--- src/wb_pkg.sv ---
// Shared widths, types and structs for the writeback subsystem.
// Every block imports this package to agree on bus layouts.
package wb_pkg;

  // Data path and register file geometry
  localparam int unsigned XLEN       = 32;
  localparam int unsigned NUM_REGS   = 32;
  localparam int unsigned REG_ADDR_W = 5;

  // Data memory depth in words, addresses at or above this are out of range
  localparam int unsigned MEM_WORDS  = 64;
  localparam int unsigned MEM_IDX_W  = $clog2(MEM_WORDS);

  typedef logic [XLEN-1:0]       data_t;
  typedef logic [REG_ADDR_W-1:0] reg_addr_t;
  typedef logic [31:0]           mem_addr_t;
  typedef logic [31:0]           counter_t;

  // Class of the instruction sitting in writeback
  typedef enum logic [1:0] {
    WB_INSTR_LOAD  = 2'b00,
    WB_INSTR_STORE = 2'b01,
    WB_INSTR_OTHER = 2'b10
  } wb_instr_type_e;

  // Decoded instruction as handed over by the issue stage
  typedef struct packed {
    wb_instr_type_e instr_type;
    data_t          pc;
    logic           compressed;
    logic           perf_count;
    logic           rf_we;
    logic           fp_we;
    logic           fp_load;
    reg_addr_t      waddr;
    data_t          wdata;
  } wb_instr_t;

  typedef struct packed {
    logic      valid;
    logic      we;
    mem_addr_t addr;
    data_t     wdata;
  } lsu_req_t;

  typedef struct packed {
    logic  valid;
    logic  err;
    data_t rdata;
  } lsu_resp_t;

  typedef struct packed {
    logic      we;
    reg_addr_t waddr;
    data_t     wdata;
  } rf_wr_t;

endpackage

--- src/lsu_unit.sv ---
// Load/store unit with a word-addressed data memory.
// Answers each request with one valid pulse after 1 + addr[1:0] cycles.
module lsu_unit (
  input  logic              clk_i,
  input  logic              rst_ni,
  input  wb_pkg::lsu_req_t  req_i,
  output wb_pkg::lsu_resp_t resp_o
);

  import wb_pkg::*;

  data_t     mem_q [MEM_WORDS];

  // Request in flight and cycles left until the response
  logic      busy_q;
  logic [1:0] wait_q;
  logic      we_q;
  mem_addr_t addr_q;
  data_t     wdata_q;

  logic      resp_fire;
  logic      addr_err;
  logic [MEM_IDX_W-1:0] mem_idx;

  assign resp_fire = busy_q & (wait_q == 2'd0);

  // Anything outside the memory depth is flagged, upper bits included
  assign addr_err = addr_q >= mem_addr_t'(MEM_WORDS);
  assign mem_idx  = addr_q[MEM_IDX_W-1:0];

  // Control state, a new request always wins over the finishing one
  always_ff @(posedge clk_i or negedge rst_ni) begin
    if (!rst_ni) begin
      busy_q <= 1'b0;
      wait_q <= 2'd0;
    end else begin
      if (req_i.valid) begin
        busy_q <= 1'b1;
        wait_q <= req_i.addr[1:0];
      end else if (resp_fire) begin
        busy_q <= 1'b0;
      end else if (busy_q) begin
        wait_q <= wait_q - 2'd1;
      end
    end
  end

  // Request payload
  always_ff @(posedge clk_i) begin
    if (req_i.valid) begin
      we_q    <= req_i.we;
      addr_q  <= req_i.addr;
      wdata_q <= req_i.wdata;
    end
  end

  // Memory comes out of reset cleared, stores land at the edge ending the pulse
  always_ff @(posedge clk_i or negedge rst_ni) begin
    if (!rst_ni) begin
      for (int i = 0; i < MEM_WORDS; i++) begin
        mem_q[i] <= '0;
      end
    end else if (resp_fire && we_q && !addr_err) begin
      mem_q[mem_idx] <= wdata_q;
    end
  end

  assign resp_o.valid = resp_fire;
  assign resp_o.err   = resp_fire & addr_err;

  // Read data is zero for stores and for out-of-range loads
  assign resp_o.rdata = (resp_fire && !we_q && !addr_err) ? mem_q[mem_idx] : '0;

endmodule

--- config.mk ---
export PLATFORM = sky130hd
export DESIGN_NAME = lsu_unit
export DESIGN_NICKNAME = d
export VERILOG_FILES = /design/src/wb_pkg.sv /design/src/lsu_unit.sv
export SDC_FILE = /design/constraint.sdc
export NUM_CORES = 2
export LEC_CHECK = 0
export BUFFER_PORTS_ARGS = -buffer_cell sky130_fd_sc_hd__buf_2
export CORE_MARGIN = 2
export CORE_UTILIZATION = 27
export CTS_CLUSTER_DIAMETER = 200
export DETAILED_ROUTE_END_ITERATION = 6
export RECOVER_POWER = 100
export REMOVE_ABC_BUFFERS = 1
export SETUP_SLACK_MARGIN = 0.02
export SYNTH_ARGS = -nofsm -noshare
export SYNTH_HDL_FRONTEND = slang
export SYNTH_SLANG_ARGS = --single-unit
--- constraint.sdc ---
create_clock -name clk_i -period 3.95 [get_ports clk_i]
set_input_delay 0.1975 -clock clk_i [delete_from_list [all_inputs] [get_ports clk_i]]
set_output_delay 0.1975 -clock clk_i [all_outputs]
set_load 0.01 [all_outputs]
==> metrics <==
Synth Register Bits 2116; dpl ws -0.413 ns; Root Driver clkbuf_16; Post-synth EDFFs 65; Cell Count Post-Placement 11200; Slew HR -81.9%; Slew Limit Fails 614; Die Span X 598 um; initial antenna violation count 10; Critical Path End Type output port; vias in the first global route 66600; grt ovf 0; DR WL/cell 29.0 um; worst hold path class primary input to flip-flop; H-tree Lvls 4; # Max-Cap Violations 8; final worst path period share 111%; Reg clk slew, reported paths 0.06 ns; worst-margin pin slew 2.73 ns; area of the multi-input gates 40700 um2; CTS buffer count 221; crit start category flip-flop; Vias/cell 5.39; final net count 7161; Fin. Hold Viols 0; Sequential Area 53300 um2; area delta synth->final 21.4%; row cnt 218; routed vias 64200; Mapped Cells 6742; final core occ 32.8%; Port Buffers 101; CTS tree built; clk_lat worst skew 0.91 ns; CP Data Required Time 3.75 ns; RSZ-0062 raised after global routing yes; Starting Density 27.1%; metal2 WL 157000 um; LEAKAGE 0.0541 uW; Post-synth ARST share 96.9%; Avg Cell Area, Syn 14.1 um2; Residual DRC 0; status finished, violations left; Netlist Area Pre-Place 95200 um2; Yosys warnings 0; core area 352000 um2; worst setup path category flip-flop to output port; final cell count without fillers 11900; met1 WL 141000 um; distinct cell type count after synthesis 73; post-route antenna net violation count 0; DR top layer met5; failing checks capacitance limit, slew limit, setup timing; Placer Congestion 0.876; largest net degree at the start of global routing 141; post-layout min period 4.37 ns; Post-Route Skew 0.0520 ns; DP Wirelength 207000 um; CTS Sinks 2116; die area 357000 um2; DRT iter0 DRCs 6067; Fmax 229 MHz; power density cells 418 nW/um2; prevailing post-synth register cell dfrtp_1; Tot GR Track Use 18.9%; met3 wire len 27300 um; post-synthesis sequential area ratio 56.0%; layout cells sized above 1 49.4%; crit path DAT 4.17 ns; I/O pin count 102; Die Ht 598 um; maximum vdd drop 0.546 mV; CP Max Fanout 8; setup ws final -0.415 ns; Filler cells 34100; first-pass GRT wire length 494000 um; DR pass1 iterations 5; Setup Viol. Count Final 35; CTS max path bufs 3; WL final 346000 um
-- routing by layer --
layer  global-route usage, %  up-vias
met5                       0        -
met4                    9.39        2
met3                    4.05      828
met2                    29.8     2702
met1                    24.5    34800
li1                        -    25800
-- final cells by class --
cell class	count	share of cell area [%]
Tap cell	4620	5.00
Sequential cell	2116	46.1
Timing Repair Buffer	840	7.22
Antenna cell	7	0.0152
Clock buffer	329	5.54
Multi-Input combinational cell	3905	35.3
Inverter	8	0.0531
Clock inverter	73	0.809
-- critical path, stage by stage (launching register included) --
cell       delay (ns)
edfxtp_1         0.54
buf_4            0.19
or3_1            0.55
buf_4            0.35
nor2_1           0.09
or4_4            0.55
a2111oi_4        0.66
buf_4            0.23
buf_6            0.09
-- path summary, 6_finish.rpt --
kind                       slack, ns  startpoint     endpoint  cells after the start
min in group asynchronous       1.75      rst_ni  mem_q[1522]                      3
max                            -0.42   addr_q[5]   resp_o[25]                      8
min reg2reg                     0.49    mem_q[5]     mem_q[5]                      1
max reg2reg                    -0.01  addr_q[17]   mem_q[628]                     10
min                             0.03   req_i[62]   addr_q[30]                      2
max in group asynchronous       0.18      rst_ni   mem_q[742]                      4
-- power by group --
part | switching [uW] | leakage, uW | internal, uW
logic | 3510 | 0.0212 | 1600
registers | 81.7 | 0.0293 | 21800
clock network | 9020 | 0.00361 | 12200
-- logic make-up after synthesis --
logic type	after synthesis	synth area share, %
multiplexers	2529	31.7
flip-flops	2116	56.0
AO/OA/AOI/OAI	935	6.84
buffers and inverters	723	3.41
AND/OR/NAND/NOR	437	2.09
XOR/XNOR	1	0.00920
adder cells (fa/ha/maj)	1	0.0131
-- cell usage in the layout (no fill, tap or decap), types with 16 or more instances in the layout --
cell	n
o21ai_0	70
o22ai_2	16
mux4_2	164
a2bb2oi_1	22
bufinv_16	16
clkbuf_2	72
clkbuf_1	84
clkbuf_4	47
buf_4	306
mux2_2	2097
mux2i_1	150
o21ai_1	27
buf_8	17
buf_6	88
buf_2	63
buf_16	21
buf_12	65
nand3_1	16
nor2_4	38
nor2_2	16
clkbuf_16	228
o221ai_2	19
edfxtp_1	65
a22oi_1	45
nor2_1	144
clkbuf_8	44
dlygate4sd3_1	120
a21oi_1	82
o221ai_1	168
nand2_1	104
o22ai_1	282
dfrtp_1	2051
clkinv_2	33
a221oi_2	16
mux2_1	116
a21oi_2	36
-- metrics by stage --
| step | hold slack, ns | total power [uW] | setup TNS, ns | cell area, um2 |
|---|---|---|---|---|
| CTS | 0.00107 | 48300 | -3.75 | 115000 |
| detailed placement | 0.214 | 26500 | -0.447 | 103000 |
| global route | 0.0264 | 49700 | -61.62 | 116000 |
| global placement | 0.201 | 26400 | -0.537 | 103000 |
| finish | 0.0299 | 48300 | -3.48 | 116000 |
| floorplan | -0.0981 | 24200 | - | 92000 |
-- Yosys cell counts, types with 111 or more instances --
cell type  instances  area, um2
nand2_1          111        417
a21oi_1          123        616
clkbuf_1         311       1170
nor2_1           197        739
buf_2            311       1560
mux2i_1          152       1520
mux2_2          2098      23600
mux2_1           115       1290
o221ai_1         194       1700
mux4_2           164       3690
o22ai_1          302       1890
dfrtp_1         2051      51300
-- registers in the layout, indices dropped and copies added (netlist names) --
register,count
wdata_q,32
busy_q,1
addr_q,32
mem_q,2048
we_q,1
wait_q,2
-- what timing repair did --
action | 4_1_cts | 5_1_grt
resized for setup | 347 | 192
setup endpoints to repair | 32 | 32
buffers inserted | 109 | 72
hold buffers | 121 | 0
hold endpoints to repair | 960 | 0
pin swaps | 67 | 94
cloned | 22 | 6
No activity file was read; power rests on OpenSTA's default activity.
