--- config.mk ---
export PLATFORM = sky130hd
export DESIGN_NAME = wb_stage
export DESIGN_NICKNAME = d
export VERILOG_FILES = /design/src/wb_pkg.sv /design/src/wb_stage.sv
export SDC_FILE = /design/constraint.sdc
export NUM_CORES = 1
export LEC_CHECK = 0
export ABC_CLOCK_PERIOD_IN_PS = 6500
export BUFFER_PORTS_ARGS = -buffer_cell sky130_fd_sc_hd__buf_2
export CORE_ASPECT_RATIO = 1.2
export CORE_MARGIN = 2
export CORE_UTILIZATION = 40
export CTS_CLUSTER_DIAMETER = 40
export DETAILED_ROUTE_END_ITERATION = 10
export PLACE_DENSITY = 0.76
export SLEW_MARGIN = 0
export SYNTH_ARGS = -nofsm -noshare
export SYNTH_HDL_FRONTEND = slang
export SYNTH_SLANG_ARGS = --single-unit
--- constraint.sdc ---
create_clock -name clk_i -period 6.5 [get_ports clk_i]
set_input_delay 0.975 -clock clk_i [delete_from_list [all_inputs] [get_ports clk_i]]
set_output_delay 0.975 -clock clk_i [all_outputs]
set_load 0.1 [all_outputs]
--- src/wb_pkg.sv ---
// Shared widths, types and structs for the writeback subsystem.
// Every block imports this package to agree on bus layouts.
package wb_pkg;

  // Data path and register file geometry
  localparam int unsigned XLEN       = 32;
  localparam int unsigned NUM_REGS   = 32;
  localparam int unsigned REG_ADDR_W = 5;

  // Data memory depth in words, addresses at or above this are out of range
  localparam int unsigned MEM_WORDS  = 64;
  localparam int unsigned MEM_IDX_W  = $clog2(MEM_WORDS);

  typedef logic [XLEN-1:0]       data_t;
  typedef logic [REG_ADDR_W-1:0] reg_addr_t;
  typedef logic [31:0]           mem_addr_t;
  typedef logic [31:0]           counter_t;

  // Class of the instruction sitting in writeback
  typedef enum logic [1:0] {
    WB_INSTR_LOAD  = 2'b00,
    WB_INSTR_STORE = 2'b01,
    WB_INSTR_OTHER = 2'b10
  } wb_instr_type_e;

  // Decoded instruction as handed over by the issue stage
  typedef struct packed {
    wb_instr_type_e instr_type;
    data_t          pc;
    logic           compressed;
    logic           perf_count;
    logic           rf_we;
    logic           fp_we;
    logic           fp_load;
    reg_addr_t      waddr;
    data_t          wdata;
  } wb_instr_t;

  typedef struct packed {
    logic      valid;
    logic      we;
    mem_addr_t addr;
    data_t     wdata;
  } lsu_req_t;

  typedef struct packed {
    logic  valid;
    logic  err;
    data_t rdata;
  } lsu_resp_t;

  typedef struct packed {
    logic      we;
    reg_addr_t waddr;
    data_t     wdata;
  } rf_wr_t;

endpackage

--- src/wb_stage.sv ---
// Writeback stage feeding the integer and floating-point register files.
// Holds one instruction until done and reports hazards, forwarding and retirement.
// With WritebackStage cleared the instruction is passed straight to the files.
module wb_stage #(
  parameter bit WritebackStage = 1'b1
) (
  input  logic              clk_i,
  input  logic              rst_ni,

  input  logic              en_wb_i,
  input  wb_pkg::wb_instr_t instr_i,
  input  wb_pkg::lsu_resp_t lsu_resp_i,

  output logic              ready_wb_o,
  output logic              rf_write_wb_o,
  output logic              fp_rf_write_wb_o,
  output logic              outstanding_load_wb_o,
  output logic              outstanding_store_wb_o,
  output logic              instr_done_wb_o,
  output logic              perf_instr_ret_wb_o,
  output logic              perf_instr_ret_compressed_wb_o,
  output wb_pkg::data_t     pc_wb_o,
  output wb_pkg::data_t     rf_wdata_fwd_wb_o,
  output wb_pkg::rf_wr_t    int_wr_o,
  output wb_pkg::rf_wr_t    fp_wr_o
);

  import wb_pkg::*;

  // Write enables for the two sources of each file, result and load data
  logic      res_we_int;
  logic      res_we_fp;
  logic      ld_we_int;
  logic      ld_we_fp;
  data_t     res_wdata;
  reg_addr_t wr_addr;

  // An error response never retires and never writes load data
  logic      lsu_err_resp;
  logic      lsu_ok_resp;

  assign lsu_err_resp = lsu_resp_i.valid & lsu_resp_i.err;
  assign lsu_ok_resp  = lsu_resp_i.valid & ~lsu_resp_i.err;

  if (WritebackStage) begin : g_writeback_stage
    wb_instr_t instr_q;
    logic      wb_valid_q;
    logic      wb_valid_d;
    logic      wb_done;
    logic      accept;
    logic      is_load;
    logic      is_store;
    logic      is_other;

    assign is_load  = instr_q.instr_type == WB_INSTR_LOAD;
    assign is_store = instr_q.instr_type == WB_INSTR_STORE;
    assign is_other = instr_q.instr_type == WB_INSTR_OTHER;

    // Non-memory instructions finish in their first cycle, memory ones wait for the response
    assign wb_done = is_other | lsu_resp_i.valid;
    assign accept  = en_wb_i & ready_wb_o;

    // Valid sets on a new instruction and clears once the held one is done
    assign wb_valid_d = accept | (wb_valid_q & ~wb_done);

    always_ff @(posedge clk_i or negedge rst_ni) begin
      if (!rst_ni) begin
        wb_valid_q <= 1'b0;
      end else begin
        wb_valid_q <= wb_valid_d;
      end
    end

    // Instruction payload only moves on acceptance
    always_ff @(posedge clk_i) begin
      if (accept) begin
        instr_q <= instr_i;
      end
    end

    assign ready_wb_o = ~wb_valid_q | wb_done;

    // Pending writes seen by issue for read hazard checks
    assign rf_write_wb_o    = wb_valid_q & (instr_q.rf_we | (is_load & ~instr_q.fp_load));
    assign fp_rf_write_wb_o = wb_valid_q & (instr_q.fp_we | (is_load & instr_q.fp_load));

    assign outstanding_load_wb_o  = wb_valid_q & is_load;
    assign outstanding_store_wb_o = wb_valid_q & is_store;

    assign instr_done_wb_o = wb_valid_q & wb_done;
    assign pc_wb_o         = instr_q.pc;

    // Load data arrives too late for forwarding, so only the held result goes back
    assign rf_wdata_fwd_wb_o = instr_q.wdata;

    assign res_we_int = wb_valid_q & is_other & instr_q.rf_we;
    assign res_we_fp  = wb_valid_q & is_other & instr_q.fp_we;
    assign ld_we_int  = wb_valid_q & is_load & lsu_ok_resp & ~instr_q.fp_load;
    assign ld_we_fp   = wb_valid_q & is_load & lsu_ok_resp & instr_q.fp_load;
    assign res_wdata  = instr_q.wdata;
    assign wr_addr    = instr_q.waddr;

    assign perf_instr_ret_wb_o            = instr_done_wb_o & instr_q.perf_count & ~lsu_err_resp;
    assign perf_instr_ret_compressed_wb_o = perf_instr_ret_wb_o & instr_q.compressed;
  end else begin : g_bypass_wb
    logic in_other;

    assign in_other = instr_i.instr_type == WB_INSTR_OTHER;

    // Nothing is held, so issue never stalls here and no hazard is reported
    assign ready_wb_o             = 1'b1;
    assign rf_write_wb_o          = 1'b0;
    assign fp_rf_write_wb_o       = 1'b0;
    assign outstanding_load_wb_o  = 1'b0;
    assign outstanding_store_wb_o = 1'b0;
    assign pc_wb_o                = '0;
    assign rf_wdata_fwd_wb_o      = '0;

    // Completion is the issue cycle for results and the response cycle for memory
    assign instr_done_wb_o = (en_wb_i & in_other) | lsu_resp_i.valid;

    assign res_we_int = en_wb_i & in_other & instr_i.rf_we;
    assign res_we_fp  = en_wb_i & in_other & instr_i.fp_we;
    assign ld_we_int  = lsu_ok_resp & ~instr_i.fp_load;
    assign ld_we_fp   = lsu_ok_resp & instr_i.fp_load;
    assign res_wdata  = instr_i.wdata;
    assign wr_addr    = instr_i.waddr;

    assign perf_instr_ret_wb_o            = en_wb_i & instr_i.perf_count & ~lsu_err_resp;
    assign perf_instr_ret_compressed_wb_o = perf_instr_ret_wb_o & instr_i.compressed;
  end

  // Each file takes either the held result or the load data, never both at once
  assign int_wr_o.we    = res_we_int | ld_we_int;
  assign int_wr_o.waddr = wr_addr;
  assign int_wr_o.wdata = res_we_int ? res_wdata : lsu_resp_i.rdata;

  assign fp_wr_o.we    = res_we_fp | ld_we_fp;
  assign fp_wr_o.waddr = wr_addr;
  assign fp_wr_o.wdata = res_we_fp ? res_wdata : lsu_resp_i.rdata;

endmodule

==> metrics.md <==
| Metric | Value |
|---|---|
| CTS resizes | `0` |
| Status | `complete, no violations` |
| Deepest clock path buffer count | `2` |
| Final WL | `between 9000 and 10000 µm` |
| Compound-Gate Fraction of Synth Area | `0.01261` |
| Startpoint types | `register` |
| R2R cell count | `3` |
| Final Hold Viols | `0` |
| CP Data Required Time | `5.52 ns` |
| Via/cell ratio | `approximately 4.6` |
| GRT Residual Overflow | `0` |
| First-pass GRT wire length | `~13000 µm` |
| Post-Synth Simple-Gate Area | `0.03014` |
| Max-capacitance violation count | `0` |
| Unique cell type count in the Yosys netlist | `21` |
| Arrival time worst endpoint | `about 2.7 ns` |
| Post-CTS Setup Bufs | `0` |
| Starting Density | `0.4085` |
| Hold slack | `between 0.4 and 0.5 ns` |
| PD cells | `327.7 nW/µm²` |
| Clock sink count | `77` |
| Most frequent cells in the layout | `260 x buf_2, 76 x edfxtp_1, 58 x mux2_4, 9 x clkbuf_16, 6 x mux2_2` |
| Sequential fraction of the synthesis area | `0.5670` |
| Critical Path Sink Type | `output pin` |
| Final #Nets | `~550` |
| # diodes | `0` |
| CTS root buffer | `clkbuf_16` |
| Drt drc | `0` |
| Comb pwr share | `0.352` |
| IO Port Bufs | `260` |
| Site Rows | `40` |
| Setup violators final | `0` |
| Hold WC Path Type | `in2async` |
| Post-Synth XOR/XNOR Area | `0` |
| Routability congestion estimate | `0.7605` |
| Number of fill cells in the layout | `approximately 860` |
| CTS Hold Buffers Added | `0` |
| Largest family of logic cells by synthesized area | `multiplexers` |
| Tot GR Track Use | `0.1599` |
| RSZ-0062 raised after global routing | `no` |
| Most common cell after layout, fill and taps aside | `buf_2` |
| Clk slew on worst S/H paths | `around 0.060 ns` |
| Vias in the first global route | `2618` |
| Synth-to-Final Area Change | `28.47%` |
| Mux share of post-synthesis cell area | `0.2306` |
| H-tree Lvls | `3` |
| Layout cells sized above 1 | `0.7798` |
| DRT antenna net count | `0` |
| CTS Buf Count | `9` |
| P_int | `around 0.00099 W` |
| Max frequency | `272.6 MHz` |
| IO Count | `261` |
| Initial antenna violation count | `1` |
| Syn Inst Count | `between 200 and 250` |
| NetSw | `about 0.0007 W` |
| Placed Cells | `between 500 and 600` |
| Crit Path Category | `reg2out` |
| Mapped Area | `around 4100 µm²` |
| Post-synthesis register bit count | `77` |
| Mapped Nets | `between 300 and 400` |
| Final min period | `3.668 ns` |
| Adder-cell area share of the yosys netlist | `0` |
| Switching Share | `0.4200` |
| Setup_tns | `0 ns` |
| Peak supply drop | `about 0.21 mV` |
| Die width | `96.07 µm` |
| Synth warn | `0` |
| Clock latency on the worst-skew pair | `0.33 ns` |
| Max-slew violations | `0` |
| Non-filler cells, final | `571` |
| Iteration-0 DRC Markers | `64` |
| Clk_skew | `between 0.007 and 0.008 ns` |
| CTS tree | `built` |
| TritonRoute pass-1 iters | `4` |
| Post-DP HPWL | `7182 µm` |
| Reg2reg setup slack | `between 4 and 5 ns` |
| Critical Path Fanout Max | `33` |
| WL/cell | `about 16 µm` |
| Sequential group share of total power | `0.351` |
| Largest net degree at the start of global routing | `40` |
| Period utilization | `0.5643` |
| Clock power share | `0.297` |
| Leakage | `roughly 2.6 nW` |
| Via count | `about 2600` |
| Core area | `~10000 µm²` |
| Die height | `between 100 and 150 µm` |
| Worst-margin pin slew | `0.8865 ns` |
| Syn avg cell area | `16.34 µm²` |
| Slew headroom | `0.4090` |
| Die area | `around 11000 µm²` |
[routing by layer]
metal / vias to the layer above / part of all wire / GRT usage
li1: 1219 / - / -
met1: 1240 / 0.35 / 0.1603
met2: 154 / 0.53 / 0.2843
met3: 18 / 0.10 / 0.05991
met4: 2 / 0.021 / 0.07905
met5: - / 0.0011 / 0
[through the flow]
step,util,area [µm²],power (W),worst slack [ns]
2_1_floorplan,-,4069,0.001159,0.7572
3_3_place_gp,0.4940,4920,0.001210,3.280
3_5_place_dp,0.4940,4920,0.001217,3.189
4_1_cts,0.5249,5228,0.001728,2.809
5_1_grt,0.5249,5228,0.001765,2.675
6_report,0.5249,5228,0.001713,2.832
[critical path: stages, from the launching register on]
cell	delay, ns
dfrtp_1	0.69
nand4b_4	0.77
mux2_2	0.45
buf_2	0.42
[path summary, 6_finish.rpt]
kind,startpoint,endpoint
max in group asynchronous,rst_ni,g_writeback_stage.wb_valid_q
max reg2reg,g_writeback_stage.instr_q[75],rf_wdata_fwd_wb_o[11]
min in group clk_i,instr_i[41],g_writeback_stage.instr_q[41]
min,rst_ni,g_writeback_stage.wb_valid_q
min reg2reg,g_writeback_stage.wb_valid_q,g_writeback_stage.wb_valid_q
max,g_writeback_stage.wb_valid_q,int_wr_o[31]
[logic make-up (layout without fill, tap and decap cells)]
kind of cell           after synthesis  after routing
and+or+nand+nor                     15             15
DFF                                 77             77
buffers and inverters               85            281
muxes                               64             64
AOI/OAI and AO/OA                    8              8
[layout make-up]
class,instances,area [µm²],area share
inverters,3,11.26,0.002154
clock inverters,7,82.58,0.01580
repair buffers,262,1316,0.2518
well taps,126,157.7,0.03016
clock buffers,9,225.2,0.04308
multi-input cells,87,1127,0.2157
flip-flops and latches,77,2307,0.4414
[synthesized netlist by cell type (all sizes together)]
| library cell | number | area (µm²) |
|---|---|---|
| nand2 | 4 | 15.01 |
| nand4b | 2 | 47.55 |
| nor3b | 1 | 7.510 |
| inv | 3 | 11.26 |
| a31oi | 1 | 6.260 |
| nand4bb | 1 | 11.26 |
| mux2 | 64 | 938.4 |
| dfrtp | 1 | 25.02 |
| buf | 82 | 638.1 |
| o41ai | 1 | 8.760 |
| o21ai | 1 | 5.000 |
| or3b | 1 | 8.760 |
| a21oi | 3 | 15.01 |
| o31ai | 1 | 7.510 |
| nand2b | 3 | 18.77 |
| nand3 | 2 | 10.01 |
| nor2 | 1 | 3.750 |
| edfxtp | 76 | 2282 |
| a31o | 1 | 8.760 |
[sequential cells by signal, summed over array words and instances, names as in the netlist]
register                      flops
wr_addr                           5
pc_wb_o                          32
rf_wdata_fwd_wb_o                32
g_writeback_stage.wb_valid_q      1
g_writeback_stage.instr_q         7
[power by group through the flow]
stage / clock [W] / sequential, W / combinational [W]
2_1_floorplan: 0 / 0.000610 / 0.000549
3_3_place_gp: 0 / 0.000610 / 0.000600
3_5_place_dp: 0 / 0.000612 / 0.000605
4_1_cts: 0.000521 / 0.000602 / 0.000605
5_1_grt: 0.000540 / 0.000605 / 0.000619
6_report: 0.000509 / 0.000601 / 0.000603
No activity file was read; power rests on OpenSTA's default activity.
