==> src/wb_pkg.sv <==
// Shared widths, types and structs for the writeback subsystem.
// Every block imports this package to agree on bus layouts.
package wb_pkg;

  // Data path and register file geometry
  localparam int unsigned XLEN       = 32;
  localparam int unsigned NUM_REGS   = 32;
  localparam int unsigned REG_ADDR_W = 5;

  // Data memory depth in words, addresses at or above this are out of range
  localparam int unsigned MEM_WORDS  = 64;
  localparam int unsigned MEM_IDX_W  = $clog2(MEM_WORDS);

  typedef logic [XLEN-1:0]       data_t;
  typedef logic [REG_ADDR_W-1:0] reg_addr_t;
  typedef logic [31:0]           mem_addr_t;
  typedef logic [31:0]           counter_t;

  // Class of the instruction sitting in writeback
  typedef enum logic [1:0] {
    WB_INSTR_LOAD  = 2'b00,
    WB_INSTR_STORE = 2'b01,
    WB_INSTR_OTHER = 2'b10
  } wb_instr_type_e;

  // Decoded instruction as handed over by the issue stage
  typedef struct packed {
    wb_instr_type_e instr_type;
    data_t          pc;
    logic           compressed;
    logic           perf_count;
    logic           rf_we;
    logic           fp_we;
    logic           fp_load;
    reg_addr_t      waddr;
    data_t          wdata;
  } wb_instr_t;

  typedef struct packed {
    logic      valid;
    logic      we;
    mem_addr_t addr;
    data_t     wdata;
  } lsu_req_t;

  typedef struct packed {
    logic  valid;
    logic  err;
    data_t rdata;
  } lsu_resp_t;

  typedef struct packed {
    logic      we;
    reg_addr_t waddr;
    data_t     wdata;
  } rf_wr_t;

endpackage

==> src/retire_counters.sv <==
// Retired instruction counters driven by the writeback retire pulses.
// One counter for all retirements and one for compressed ones only.
module retire_counters (
  input  logic             clk_i,
  input  logic             rst_ni,
  input  logic             retire_i,
  input  logic             retire_compressed_i,
  output wb_pkg::counter_t instret_o,
  output wb_pkg::counter_t instret_compressed_o
);

  import wb_pkg::*;

  counter_t instret_q;
  counter_t instret_c_q;

  // All retired instructions
  always_ff @(posedge clk_i or negedge rst_ni) begin
    if (!rst_ni) begin
      instret_q <= '0;
    end else if (retire_i) begin
      instret_q <= instret_q + counter_t'(1);
    end
  end

  // Compressed pulse is only raised together with the main one
  always_ff @(posedge clk_i or negedge rst_ni) begin
    if (!rst_ni) begin
      instret_c_q <= '0;
    end else if (retire_compressed_i) begin
      instret_c_q <= instret_c_q + counter_t'(1);
    end
  end

  assign instret_o            = instret_q;
  assign instret_compressed_o = instret_c_q;

endmodule

==> config.mk <==
export PLATFORM = sky130hd
export DESIGN_NAME = retire_counters
export DESIGN_NICKNAME = d
export VERILOG_FILES = /design/src/wb_pkg.sv /design/src/retire_counters.sv
export SDC_FILE = /design/constraint.sdc
export NUM_CORES = 1
export LEC_CHECK = 0
export BUFFER_PORTS_ARGS = -buffer_cell sky130_fd_sc_hd__buf_2
export CORE_MARGIN = 3
export CORE_UTILIZATION = 52
export CTS_CLUSTER_SIZE = 40
export DETAILED_ROUTE_END_ITERATION = 12
export PLACE_DENSITY = 0.79
export SLEW_MARGIN = 25
export SYNTH_ARGS = -nofsm -noshare
export SYNTH_HDL_FRONTEND = slang
export SYNTH_SLANG_ARGS = --single-unit
==> constraint.sdc <==
create_clock -name clk_i -period 2.4 [get_ports clk_i]
set_input_delay 0.24 -clock clk_i [delete_from_list [all_inputs] [get_ports clk_i]]
set_output_delay 0.24 -clock clk_i [all_outputs]
set_load 0.05 [all_outputs]
==> impl_metrics.env, run 1 <==
export IMPL_final_nets=335
export IMPL_antenna_found_initial=0
export IMPL_ios=68
export IMPL_fin_cells=404
export IMPL_clkSlewWorstSetupHoldPaths_ps=70
export IMPL_via_per_inst=5.36
export IMPL_finalHoldViolCount=0
export IMPL_drv_slew=0
export IMPL_final_setup_skew_ps=8.62
export IMPL_r2r_cells=5
export IMPL_crit_chain="ha_1 -> and4_4 -> nand4_2 -> nor4_1 -> xor2_1"
export IMPL_grt_pass1_vias=2060
export IMPL_drive_above_1_share_pct=29.6
export IMPL_fp_dieH_um=81.4
export IMPL_clock_fmax_mhz=541
export IMPL_ys_warn_count=0
export IMPL_placed_cells=388
export IMPL_ir_worst_vdd_uv=783
export IMPL_critPathMaxStageDelay_ps=440
export IMPL_post_route_period_util_pct=77.0
export IMPL_crit_path_top_delay_cell="nor4_1"
export IMPL_critPathLaunchType="register"
export IMPL_clockRootBuffer="clkbuf_8"
export IMPL_required_ps=2660
export IMPL_io_buffers=67
export IMPL_grt_max_degree=42
export IMPL_synth_area_sq_um=2960
export IMPL_num_antenna_cells=0
export IMPL_insertion_delay_ps=330
export IMPL_async_flop_share_pct=100
export IMPL_syn_area_per_cell_sq_um=11.7
export IMPL_htreeDepth=3
export IMPL_synth_top_area_share_pct=54.2
export IMPL_ys_seq_area_share_pct=54.2
export IMPL_ys_ff_latch=64
export IMPL_grt_overflow_total=0
export IMPL_synth_area_leaders="dfrtp_1 (54%), xnor2_1 (12%), xor2_1 (5.9%)"
export IMPL_min_path_type="input pin to async pin"
export IMPL_pwr_density_cell_nw_per_um2=839
export IMPL_dieArea_sq_um=6620
export IMPL_initial_core_util_pct=55.7
export IMPL_die_width_um=81.4
export IMPL_place_congestion=0.830
export IMPL_route_vias_total=2164
export IMPL_yosys_area_top_type="dfrtp_1"
export IMPL_clock_path_buffers=2
export IMPL_drt_iter0_drc=141
export IMPL_synthTopCellsByCount="dfrtp_1 (64), xnor2_1 (42), nand4_1 (22)"
export IMPL_drc=0
export IMPL_critical_path_class="register to register"
export IMPL_place_area_sq_um=3370
export IMPL_path_max_fanout=11
export IMPL_synthCells=253
export IMPL_post_cts_setup_buffer_count=0
export IMPL_area_growth_pct=20.9
export IMPL_first_pass_iters=5
export IMPL_arrival_ps=2110
export IMPL_numCtsBuffers=9
export IMPL_hpwlAfterDp_mm=4.12
export IMPL_n_fill_cell=432
export IMPL_status="completed"
export IMPL_max_slew_worst_pin_slew_ps=888
export IMPL_r2r_slack_ps=550
export IMPL_rows=26
export IMPL_power_mw=3.00
export IMPL_final_setup_viol_count=0
export IMPL_leakage_nw=1.81
export IMPL_synth_edff_count=0
export IMPL_track_usage_pct=19.6
export IMPL_yosysUniqueCellTypes=29
export IMPL_yosysMostFrequentCell="dfrtp_1"
export IMPL_ctsResizeCount=0
export IMPL_cts_tree="done"
export IMPL_relSlewSlack_pct=40.8
export IMPL_synthFlopType="dfrtp_1"
export IMPL_min_period_ps=1850
export IMPL_syn_nets=259
export IMPL_cts_num_sinks=64
export IMPL_maxCapViolations=0
export IMPL_antenna_left=0
export IMPL_stdcell_area_sq_um=3570
export IMPL_coreArea_sq_um=5300
export IMPL_wirelength_mm=5.79
export IMPL_rsz0062_at_grt="no"
export IMPL_holdBufCountCts=0
export IMPL_setup_tns_ps=0
export IMPL_wl_per_cell_um=14.3
export IMPL_end_kind="register"
export IMPL_grt_pass1_wl_mm=9.81
cell type report:
type	instances	area [sq um]	share of cell area (%)
tap	70	87.6	2.45
multi-input combinational	180	1310	36.6
sequential	64	1600	44.8
clock inverter	3	40.0	1.12
inverter	3	11.3	0.315
timing repair buffer	71	365	10.2
clock buffer	13	159	4.45
metrics by stage:
step                worst slack, ps  hold WS, ps  util [%]
floorplan                       445        -55.6         -
global placement                628          420      63.6
detailed placement              591          418      63.6
CTS                             547         56.0      67.4
global route                    381         93.3      67.4
finish                          551         29.1      67.4
layout by cell type, fill, tap and decap left out, types with 2 or more instances in the layout:
cell / count
and4_1: 3
inv_1: 3
clkbuf_8: 11
mux2_2: 2
nor4_1: 3
buf_4: 4
nor4_4: 2
and2_1: 6
nand4_2: 2
dfrtp_1: 64
nor3_1: 8
clkinv_2: 2
nand4_1: 22
xor2_1: 20
xnor2_1: 42
nand3_1: 18
and3_1: 12
nand2_1: 20
buf_2: 67
nor2_1: 7
nor4_2: 3
ha_1: 2
clkbuf_1: 2
routing by layer:
metal	wire length, um	GRT usage [%]	up-vias
met1	2660	26.7	1053
met4	121	9.63	0
met3	365	5.43	9
met5	0	0	-
li1	-	-	1040
met2	2640	28.8	62
final timing paths:
path,endpoint,startpoint
min in group clk_i,instret_compressed_o[0]$_DFFE_PN0P_,retire_compressed_i
worst max-delay path,instret_o[24]$_DFFE_PN0P_,instret_o[0]$_DFFE_PN0P_
worst min-delay path,instret_compressed_o[30]$_DFFE_PN0P_,rst_ni
max in group asynchronous,instret_o[12]$_DFFE_PN0P_,rst_ni
worst max register to register,instret_o[24]$_DFFE_PN0P_,instret_o[0]$_DFFE_PN0P_
worst min register to register,instret_o[31]$_DFFE_PN0P_,instret_o[31]$_DFFE_PN0P_
registers in the layout, indices dropped and copies added (netlist names):
signal                count
instret_compressed_o     32
instret_o                32
cells by family (layout without fill, tap and decap cells):
kind of cell | count (synthesis) | after routing | share of synthesized area (%)
xor+xnor | 62 | 62 | 18.4
buf+inv | 9 | 90 | 1.52
simple gates | 114 | 114 | 24.3
flops | 64 | 64 | 54.2
fa+ha+maj | 2 | 2 | 0.847
mux | 2 | 2 | 0.762
power breakdown:
group | switching (mW) | internal (mW) | leakage [nW]
sequential | 0.141 | 1.19 | 0.860
combinational | 0.550 | 0.191 | 0.850
clock | 0.391 | 0.534 | 0.103
critical path, delay by kind of cell, from the launching register on:
family / cells / cell delay [ps]
fa+ha+maj: 1 / 190
xor+xnor: 1 / 170
simple gates: 3 / 1000
flops: 1 / 420
(Power assumes the default switching activity.)
==> inputs of run 2 (changes only) <==
Settings changed: CORE_UTILIZATION 52 to 48, PLACE_DENSITY 0.79 to 0.77.
Clock period 2.4 ns to 1.6 ns, I/O delays scaled along.
==> run 2 against run 1 <==
Sequential share of layout area shrank 2.5 points. Largest power group unchanged. Worst setup slack lost 510 ps. Sequential cell count is the same. Combinational power grew 63%. Largest cell class unchanged.
==> impl_metrics.env, run 2 (synthesized netlist as in run 1, its figures left out) <==
export IMPL_die_width_um=84.5
export IMPL_final_setup_skew_ps=6.40
export IMPL_setup_tns_ps=0
export IMPL_insertion_delay_ps=320
export IMPL_wirelength_mm=6.20
export IMPL_hpwlAfterDp_mm=4.45
export IMPL_grt_overflow_total=0
export IMPL_htreeDepth=3
export IMPL_track_usage_pct=18.4
export IMPL_cts_tree="done"
export IMPL_final_nets=349
export IMPL_post_route_period_util_pct=97.2
export IMPL_grt_pass1_vias=2223
export IMPL_path_max_fanout=6
export IMPL_leakage_nw=1.94
export IMPL_rows=27
export IMPL_grt_pass1_wl_mm=10.6
export IMPL_required_ps=1850
export IMPL_coreArea_sq_um=5740
export IMPL_io_buffers=67
export IMPL_drive_above_1_share_pct=48.9
export IMPL_initial_core_util_pct=51.5
export IMPL_drt_iter0_drc=85
export IMPL_first_pass_iters=4
export IMPL_fin_cells=420
export IMPL_critPathLaunchType="register"
export IMPL_relSlewSlack_pct=76.6
export IMPL_cts_num_sinks=64
export IMPL_clkSlewWorstSetupHoldPaths_ps=70
export IMPL_max_slew_worst_pin_slew_ps=348
export IMPL_crit_path_top_delay_cell="dfrtp_2"
export IMPL_timing_final_ws_setup_ps=44.0
export IMPL_clockRootBuffer="clkbuf_8"
export IMPL_drc=0
export IMPL_grt_max_degree=65
export IMPL_via_per_inst=5.31
export IMPL_pwr_density_cell_nw_per_um2=1160
export IMPL_min_period_ps=1560
export IMPL_r2r_slack_ps=40
export IMPL_dieArea_sq_um=7130
export IMPL_final_setup_viol_count=0
export IMPL_antenna_left=0
export IMPL_num_antenna_cells=0
export IMPL_min_path_type="input pin to register"
export IMPL_end_kind="register"
export IMPL_ios=68
export IMPL_clock_path_buffers=2
export IMPL_rsz0062_at_grt="yes"
export IMPL_ir_worst_vdd_uv=1230
export IMPL_status="completed"
export IMPL_antenna_found_initial=0
export IMPL_arrival_ps=1800
export IMPL_route_vias_total=2229
export IMPL_numCtsBuffers=9
export IMPL_postLayoutCoreUtil_pct=68.1
export IMPL_critPathMaxStageDelay_ps=420
export IMPL_place_congestion=0.763
export IMPL_dp_slack_ps=45.0
export IMPL_hold_slack_ps=91.2
export IMPL_layout_common_cells="buf_2 (67), dfrtp_2 (44), xnor2_1 (42), nand4_1 (22)"
export IMPL_finalHoldViolCount=0
export IMPL_clock_fmax_mhz=643
export IMPL_critical_path_class="register to register"
export IMPL_maxCapViolations=0
export IMPL_wl_per_cell_um=14.8
export IMPL_fp_dieH_um=84.5
export IMPL_final_common_cell="buf_2"
export IMPL_placed_cells=399
export IMPL_crit_chain="ha_4 -> and4_4 -> nand4_4 -> buf_12 -> nor4b_4 -> xor2_1"
export IMPL_area_growth_pct=32.4
export IMPL_drv_slew=0
## run 2: cell count changes in the layout (fill, tap and decap cells not counted), sizes merged
| cell | delta |
|---|---|
| buf | +12 |
| bufinv | -1 |
| clkbuf | +1 |
| clkinv | +1 |
| dlygate4sd3 | +1 |
## run 2: worst max-delay path: cells and delay by family, from the launching register on
| family | cells | cell delay (ps) |
|---|---|---|
| XOR/XNOR | 1 | 160 |
| AND/OR/NAND/NOR | 3 | 570 |
| buffers and inverters | 1 | 190 |
| flip-flops | 1 | 420 |
| adder cells (fa/ha/maj) | 1 | 140 |
## run 2: worst paths after layout
path,startpoint,to,depth (start not counted)
min in group asynchronous,rst_ni,instret_compressed_o[31]$_DFFE_PN0P_,3
max in group asynchronous,rst_ni,instret_compressed_o[8]$_DFFE_PN0P_,3
max,instret_o[0]$_DFFE_PN0P_,instret_o[30]$_DFFE_PN0P_,6
min reg2reg,instret_o[31]$_DFFE_PN0P_,instret_o[31]$_DFFE_PN0P_,1
max reg2reg,instret_o[0]$_DFFE_PN0P_,instret_o[30]$_DFFE_PN0P_,6
min,retire_compressed_i,instret_compressed_o[0]$_DFFE_PN0P_,2
## run 2: metrics by stage
step | power (mW) | instance area [sq um]
detailed placement | 3.28 | 3650
global route | 4.78 | 3910
finish | 4.53 | 3910
global placement | 3.24 | 3650
CTS | 4.57 | 3850
floorplan | 2.93 | 3150
## run 2: cell type report
class                      instances  area (sq um)
clock buffer                      13           169
clock inverter                     3          15.0
fill                             450          1830
inverter                           3          11.3
multi-input combinational        180          1460
sequential                        64          1660
tap                               72          90.1
timing repair buffer              85           515
## run 2: report_power, final
part	internal [mW]	leakage, nW	switching [mW]
clock network	0.683	0.0992	0.581
logic	0.346	1.05	0.869
registers	1.82	0.796	0.229
total	2.85	1.94	1.68
## run 2: metal layers
metal | routed length [um] | up-vias | global-route usage [%]
li1 | - | 1068 | -
met1 | 2870 | 1100 | 23.9
met2 | 2980 | 53 | 29.9
met3 | 266 | 8 | 3.73
met4 | 89 | 0 | 8.20
met5 | 0 | - | 0
## run 2: what timing repair did
item,in CTS,in global routing
endpoints found under the hold margin,64,0
setup endpoints to repair,0,16
gates resized for setup,0,3
hold buffers,1,0
buffers inserted,0,3
==> inputs of run 3 (changes only) <==
Settings changed: CORE_ASPECT_RATIO set to 2.
==> run 3 against run 2 <==
The run now ends with negative setup slack left. Largest power group unchanged. Worst setup slack worse by 83 ps. Worst hold slack worse by 9.8 ps. Clock skew up 1.7 ps. Global-route usage up 1.6 points. Power up 17%. Cell area up 5.7%.
==> impl_metrics.env, run 3 (synthesized netlist as in run 1, its figures left out) <==
export IMPL_final_setup_skew_ps=8.08
export IMPL_hpwlAfterDp_mm=4.64
export IMPL_leakage_nw=2.06
export IMPL_clkSlewWorstSetupHoldPaths_ps=50
export IMPL_final_setup_viol_count=4
export IMPL_stdcell_area_sq_um=4140
export IMPL_crit_path_top_delay_cell="dfrtp_2"
export IMPL_coreArea_sq_um=5860
export IMPL_placed_cells=391
export IMPL_min_period_ps=1640
export IMPL_path_max_fanout=5
export IMPL_crit_chain="ha_4 -> nand4_1 -> nor4_4 -> buf_4 -> buf_4 -> xor2_1"
export IMPL_die_width_um=61.5
export IMPL_place_congestion=0.780
export IMPL_insertion_delay_ps=330
export IMPL_antenna_left=0
export IMPL_ir_worst_vdd_uv=1520
export IMPL_fp_dieH_um=117
export IMPL_route_vias_total=2321
export IMPL_hold_slack_ps=81.4
export IMPL_ios=68
export IMPL_path_delay_family="simple AND/OR/NAND/NOR gates"
export IMPL_critPathBufInv=2
export IMPL_grt_overflow_total=0
export IMPL_io_buffers=67
export IMPL_timing_final_ws_setup_ps=-39.1
export IMPL_cpMostUsedCell="buf_4"
export IMPL_critPathMaxStageDelay_ps=400
export IMPL_critPathLaunchType="register"
export IMPL_grt_pass1_wl_mm=10.7
export IMPL_drc=0
export IMPL_grt_pass1_vias=2342
export IMPL_end_kind="register"
export IMPL_rows=39
export IMPL_place_area_sq_um=3670
export IMPL_pwr_density_cell_nw_per_um2=1280
export IMPL_finalHoldViolCount=0
export IMPL_via_per_inst=5.47
export IMPL_cts_tree="done"
export IMPL_final_nets=364
export IMPL_max_slew_worst_pin_slew_ps=347
export IMPL_required_ps=1830
export IMPL_wirelength_mm=6.96
export IMPL_clockRootBuffer="clkbuf_16"
export IMPL_status="complete, but fails checks"
export IMPL_fin_cells=424
export IMPL_cts_num_sinks=64
export IMPL_layout_common_cells="buf_2 (67), dfrtp_2 (45), xnor2_1 (42), buf_4 (29), nand4_1 (22)"
export IMPL_arrival_ps=1870
export IMPL_critical_path_class="register to register"
export IMPL_rsz0062_at_grt="yes"
export IMPL_drv_slew=0
export IMPL_r2r_slack_ps=-40
export IMPL_drt_iter0_drc=98
export IMPL_clock_fmax_mhz=610
export IMPL_maxCapViolations=0
export IMPL_area_growth_pct=40.0
export IMPL_num_antenna_cells=0
export IMPL_antenna_found_initial=0
export IMPL_wl_per_cell_um=16.4
export IMPL_htreeDepth=3
export IMPL_final_common_cell="buf_2"
export IMPL_first_pass_iters=4
export IMPL_dieArea_sq_um=7190
export IMPL_relSlewSlack_pct=76.9
export IMPL_post_route_period_util_pct=102
export IMPL_grt_max_degree=65
export IMPL_initial_core_util_pct=50.5
export IMPL_track_usage_pct=20.0
export IMPL_setup_tns_ps=-70.3
export IMPL_drive_above_1_share_pct=51.5
export IMPL_clock_path_buffers=2
export IMPL_dp_slack_ps=31.4
export IMPL_min_path_type="input pin to register"
export IMPL_violations="negative setup slack"
export IMPL_numCtsBuffers=9
==> run 3: where the power goes <==
part           switching [mW]  leakage (nW)  internal [mW]  total (mW)
combinational           0.952          1.13          0.452        1.40
clock                   0.674         0.140           1.20        1.87
sequential              0.214         0.795           1.82        2.04
total                    1.84          2.06           3.47        5.31
==> run 3: worst reg2reg max path, cell delays in order (launching register included) <==
cell     delay, ps
dfrtp_2        400
ha_4           150
nand4_1        160
nor4_4         320
buf_4          210
buf_4          130
xor2_1         190
==> run 3: metal layers <==
metal  GRT usage, %  up-vias  routed length, um  part of all wire, %
met5              0        -                  0                    0
met4           9.35        0                135                  1.9
met2           35.1       65               3870                   56
met3           4.94       11                307                  4.4
met1           21.6     1150               2650                   38
li1               -     1095                  -                    -
==> run 3: area by class of cell <==
| class | count | area, sq um |
|---|---|---|
| Fill cell | 427 | 1720 |
| Sequential cell | 64 | 1660 |
| Multi-Input combinational cell | 180 | 1490 |
| Timing Repair Buffer | 100 | 623 |
| Clock buffer | 12 | 236 |
| Tap cell | 61 | 76.3 |
| Clock inverter | 4 | 45.0 |
| Inverter | 3 | 11.3 |
==> run 3: timing repair <==
item	in CTS	in global routing
hold buffers	1	0
setup endpoints to repair	0	24
resized for setup	0	11
buffers inserted	0	15
hold endpoints to repair	64	0
==> run 3: final timing paths <==
path | from | end | depth (start not counted)
max | instret_compressed_o[0]$_DFFE_PN0P_ | instret_compressed_o[10]$_DFFE_PN0P_ | 6
min | retire_compressed_i | instret_compressed_o[0]$_DFFE_PN0P_ | 2
max reg2reg | instret_compressed_o[0]$_DFFE_PN0P_ | instret_compressed_o[10]$_DFFE_PN0P_ | 6
min reg2reg | instret_o[31]$_DFFE_PN0P_ | instret_o[31]$_DFFE_PN0P_ | 1
max in group asynchronous | rst_ni | instret_o[3]$_DFFE_PN0P_ | 3
min in group asynchronous | rst_ni | instret_o[13]$_DFFE_PN0P_ | 3
==> run 3: stage by stage <==
stage                     power (mW)  utilization, %
final                           5.31            70.6
after global routing            5.56            70.6
after floorplan                 2.93               -
after global placement          3.27            62.8
after CTS                       5.20            67.7
after detailed placement        3.30            62.8
